--- src/hw/spill_register.sv ---
// data registers are not reset; with Bypass set the slice is combinational and adds no latency.
module spill_register #(
  parameter type T      = logic,
  parameter bit  Bypass = 1'b0
) (
  input  logic clk_i,
  input  logic rst_i,
  input  logic valid_i,
  output logic ready_o,
  input  T     data_i,
  output logic valid_o,
  input  logic ready_i,
  output T     data_o
);

  if (Bypass) begin : gen_bypass
    assign valid_o = valid_i;
    assign ready_o = ready_i;
    assign data_o  = data_i;
  end else begin : gen_spill
    T     a_data_q;
    T     b_data_q;
    logic a_full_q;
    logic b_full_q;
    logic a_fill;
    logic a_drain;
    logic b_fill;
    logic b_drain;

    assign a_fill  = valid_i && ready_o;
    assign a_drain = a_full_q && !b_full_q; // a empties, to the output or into b.
    assign b_fill  = a_drain && !ready_i;   // stalled, so park a's item in b.
    assign b_drain = b_full_q && ready_i;

    always_ff @(posedge clk_i) begin
      if (rst_i) begin
        a_full_q <= 1'b0;
        b_full_q <= 1'b0;
      end else begin
        if (a_fill || a_drain) begin
          a_full_q <= a_fill;
        end
        if (b_fill || b_drain) begin
          b_full_q <= b_fill;
        end
      end
    end

    always_ff @(posedge clk_i) begin
      if (a_fill) begin
        a_data_q <= data_i;
      end
      if (b_fill) begin
        b_data_q <= a_data_q;
      end
    end

    // ready only looks at the fill flags.
    assign ready_o = !a_full_q || !b_full_q;
    assign valid_o = a_full_q || b_full_q;
    assign data_o  = b_full_q ? b_data_q : a_data_q; // b always holds the older item.

    assert property (@(posedge clk_i) disable iff (rst_i)
      valid_o && !ready_i |=> valid_o && $stable(data_o))
      else $error("spill_register: output changed while stalled");
  end

endmodule

--- config.mk ---
export PLATFORM = sky130hd
export DESIGN_NAME = spill_register
export DESIGN_NICKNAME = d
export VERILOG_FILES = /design/src/hw/spill_register.sv
export SDC_FILE = /design/constraint.sdc
export NUM_CORES = 1
export LEC_CHECK = 0
export ABC_AREA = 1
export BUFFER_PORTS_ARGS = -buffer_cell sky130_fd_sc_hd__buf_2
export CORE_AREA = 2 2 39 41
export CTS_BUF_LIST = sky130_fd_sc_hd__clkbuf_8
export CTS_CLUSTER_DIAMETER = 40
export DETAILED_ROUTE_END_ITERATION = 12
export DIE_AREA = 0 0 41 43
export GPL_TIMING_DRIVEN = 1
export PLACE_DENSITY = 0.37
export SETUP_SLACK_MARGIN = 0.15
export SKIP_LAST_GASP = 1
export SLEW_MARGIN = 25
export SYNTH_ARGS = -nofsm -noshare
export SYNTH_HDL_FRONTEND = slang
export SYNTH_SLANG_ARGS = --single-unit
--- constraint.sdc ---
create_clock -name clk_i -period 2.6 [get_ports clk_i]
set_clock_uncertainty 0.15 [all_clocks]
set_input_delay 0.26 -clock clk_i [delete_from_list [all_inputs] [get_ports clk_i]]
set_output_delay 0.26 -clock clk_i [all_outputs]
set_load 0.01 [all_outputs]
# After elaboration in Yosys (flattened, before gate mapping)

Index checks and enable logic that the tools add are counted.

Multiplexer cells: 1
Reductions and logical operators: 11

Operators with widths:

| operator            | count |
|---|---|
| $logic_and A1 B1 Y1 | 4 |
| $logic_or A1 B1 Y1  | 4 |
| $logic_not A1 Y1    | 3 |
| $mux W1             | 1 |

Register bits after elaboration: 4
Input port bits: 5
Output and inout port bits: 3
Logic and storage cells: 16

# Depth between registers and ports, before layout

Depth after elaboration: 4
Mapped depth: 2
Mapped depth without buffers: 2

# Least setup slack after synthesis

No wires, ideal clock.

Path type: register to output
Start point: register gen_spill.b_full_q
End point: output port data_o
Data arrival time: 0.636 ns
Data required time: 2.190 ns
Path slack: 1.554 ns
Cell stages (with the launch flop): 2
Buffers on the path: 0
Cell sequence: dfxtp_1 -> o21ai_0

Longest elaborated chain between the ends: 1

Ends and longest elaborated chain:

| what                   | line | source |
|---|---|---|
| start, declared        | 24   | `logic b_full_q;` |
| start signal, assigned | 44   | `b_full_q <= b_fill;` |
| $mux W1                | 61   | `assign data_o = b_full_q ? b_data_q : a_data_q;` |
| end, declared          | 13   | `output T data_o` |

Every way passes these cells.

# Worst setup path in the final report

Ends and elaborated chain as after synthesis.

==> metrics.md <==
| Metric | Value |
|---|---|
| Pwr dens | 845.9 nW/um^2 |
| Via count | 146 |
| Setup Viol. Count Final | 0 |
| Initial Util | 11.66% |
| Worst-case hold slack | 68.51 ps |
| Clock Sinks | 4 |
| Period minus WS final | 1335 ps |
| Most frequent cells in the layout | buf_2 (7), inv_1 (4), clkbuf_8 (3) |
| Clk Latency, worst-skew pair | 220 ps |
| Num rows | 14 |
| GRT Overall Usage | 6.533% |
| Syn Nets | 21 |
| CTS max path bufs | 2 |
| Worst ir drop on vdd | 0.3754 mV |
| Setup crit end kind | primary output |
| DR vias/cell | 3.395 |
| Number of global-route vias before repair | 159 |
| Hold buffer count at CTS | 0 |
| Top cells by area, synth | edfxtp_1 (37%), dfxtp_1 (25%), inv_1 (7.0%), a21oi_2 (5.4%), nor2_1 (4.7%) |
| Leakage | 0.1201 nW |
| Max Transition Viols Final | 0 |
| Count of state elements after synthesis | 4 |
| HP Class | in2reg |
| Register Area | 100.1 um^2 |
| Port bufs | 7 |
| Postcts setup bufs | 0 |
| Total gr overflow | 0 |
| Endpoints failing hold | 0 |
| Post-route worst setup slack | 1265 ps |
| Nets@finish | 33 |
| Period utilisation layout | 51.35% |
| ANT cells | 0 |
| DP Wirelength | 252.6 um |
| Dpl ws | 1502 ps |
| Wire per inst | 8.698 um |
| Die Width | 41 um |
| Crit path kind | reg2out |
| Fillcell total | 151 |
| Worst Hold Depth | 2 |
| H-tree levels | 1 |
| Root buf cell | clkbuf_8 |
| Avg Cell Area, Syn | 10.09 um^2 |
| Crit start category | register |
| Ports | 8 |
| CP Max Fanout | 6 |
| Largest net degree at the start of global routing | 7 |
| Routed wire length | 374 um |
| Share of layout cells above drive strength 1 | 44.44% |
| Die extent in y | 43 um |
| Post-synthesis sequential area ratio | 62.02% |
| Clk pin slew, worst setup/hold paths | 30 ps |
| CTS tree | built |
| Post-synthesis cell type count | 11 |
| Residual DRC | 0 |
| Max-Cap Viols | 0 |
| Cts repair resizes | 0 |
| Post-layout utilization of the core | 18.90% |
| Antenna viol nets, final | 0 |
| Commonest non-fill, non-tap cell in the layout | buf_2 |
| Die area | 1763 um^2 |
| Relative slew margins | 85.60% |
| Area leader, netlist | edfxtp_1 |
| R2r worst-path depth | 1 |
| Iteration-0 DRC Markers | 3 |
| Drt pass-1 iters | 4 |
| TritonCTS Buffers | 3 |
| Post-Synthesis Cell Area | 161.4 um^2 |
| Synth warn | 0 |
| Crit path required time | 2190 ps |
| Area Growth Syn to Fin | 62.02% |
| Outcome | completed |
| Core area | 1384 um^2 |
| Fmax | 0.7490 GHz |
| GP Congestion | 0.5920 |
| Worst-Margin Slew | 215.5 ps |
| Tot Pwr | 0.0002212 W |
| Yosys top cell area share | 37.21% |
| First-pass GRT wire length | 655 um |
| Area occupied by multi-input gates | 50.05 um^2 |
| WP data arrival | 930 ps |
| Cells after Synth | 16 |
| RSZ-0062 raised after global routing | false |
| Initial antenna violation count | 0 |
| Setup TNS | 0 ps |
-- synthesized netlist by cell type --
library cell and instances:
inv_1 3, dfxtp_1 2, edfxtp_1 2, nor2_1 2
a21oi_1 1, a21oi_2 1, nand2_1 1, nand2_2 1
nor2b_1 1, nor3b_1 1, o21ai_0 1
-- worst paths after layout --
kind | start | slack (ps) | endpoint
setup reg to reg | gen_spill.a_full_q$_SDFFE_PP0P_ | 1540 | gen_spill.b_data_q$_DFFE_PP_
setup / recovery | gen_spill.b_full_q$_SDFFE_PP0P_ | 1260 | data_o
hold reg to reg | gen_spill.a_data_q$_DFFE_PP_ | 310 | gen_spill.b_data_q$_DFFE_PP_
hold / removal | rst_i | 70 | gen_spill.a_full_q$_SDFFE_PP0P_
-- cell type report --
type / count / area share [%]
sequential: 4 / 38.28
clock inverter: 1 / 1.435
inverter: 3 / 4.306
timing repair buffer: 7 / 13.40
tap: 16 / 7.655
clock buffer: 3 / 15.79
multi-input combinational: 9 / 19.14
-- cells by family after synthesis --
| logic type | count (synthesis) | share of synthesized area (%) |
|---|---|---|
| compound gates | 3 | 11.62 |
| simple gates | 6 | 19.39 |
| buf+inv | 3 | 6.976 |
| flops | 4 | 62.02 |
-- worst max-delay path: stages (launching register included) --
cell,delay (ps)
dfxtp_1,410
nand2_1,70
o21ai_0,80
buf_2,160
-- routing by layer --
layer	routed length, um	vias to the layer above	part of all wire [%]	global-route usage (%)
met5	0	-	0	0
met4	0	0	0	2.000
met3	78	0	21	9.424
met2	124	11	33	6.875
met1	172	63	46	7.097
li1	-	72	-	-
-- per-stage QoR --
step	std cells	cell area, um^2
6_report	43	261.5
5_1_grt	43	261.5
4_1_cts	43	261.5
3_5_place_dp	39	216.5
3_3_place_gp	39	216.5
2_1_floorplan	16	161.4
-- where the power goes --
part           total (W)  switching, W  internal, W
registers      0.0000723    0.00000245    0.0000699
logic          0.0000135    0.00000701   0.00000645
clock network   0.000135     0.0000346     0.000101
-- sequential cells by signal (all words and copies together) (netlist names) --
name                cells
gen_spill.b_full_q      1
gen_spill.a_full_q      1
gen_spill.a_data_q      1
gen_spill.b_data_q      1
Note: power is estimated with default switching activity, not from simulation.
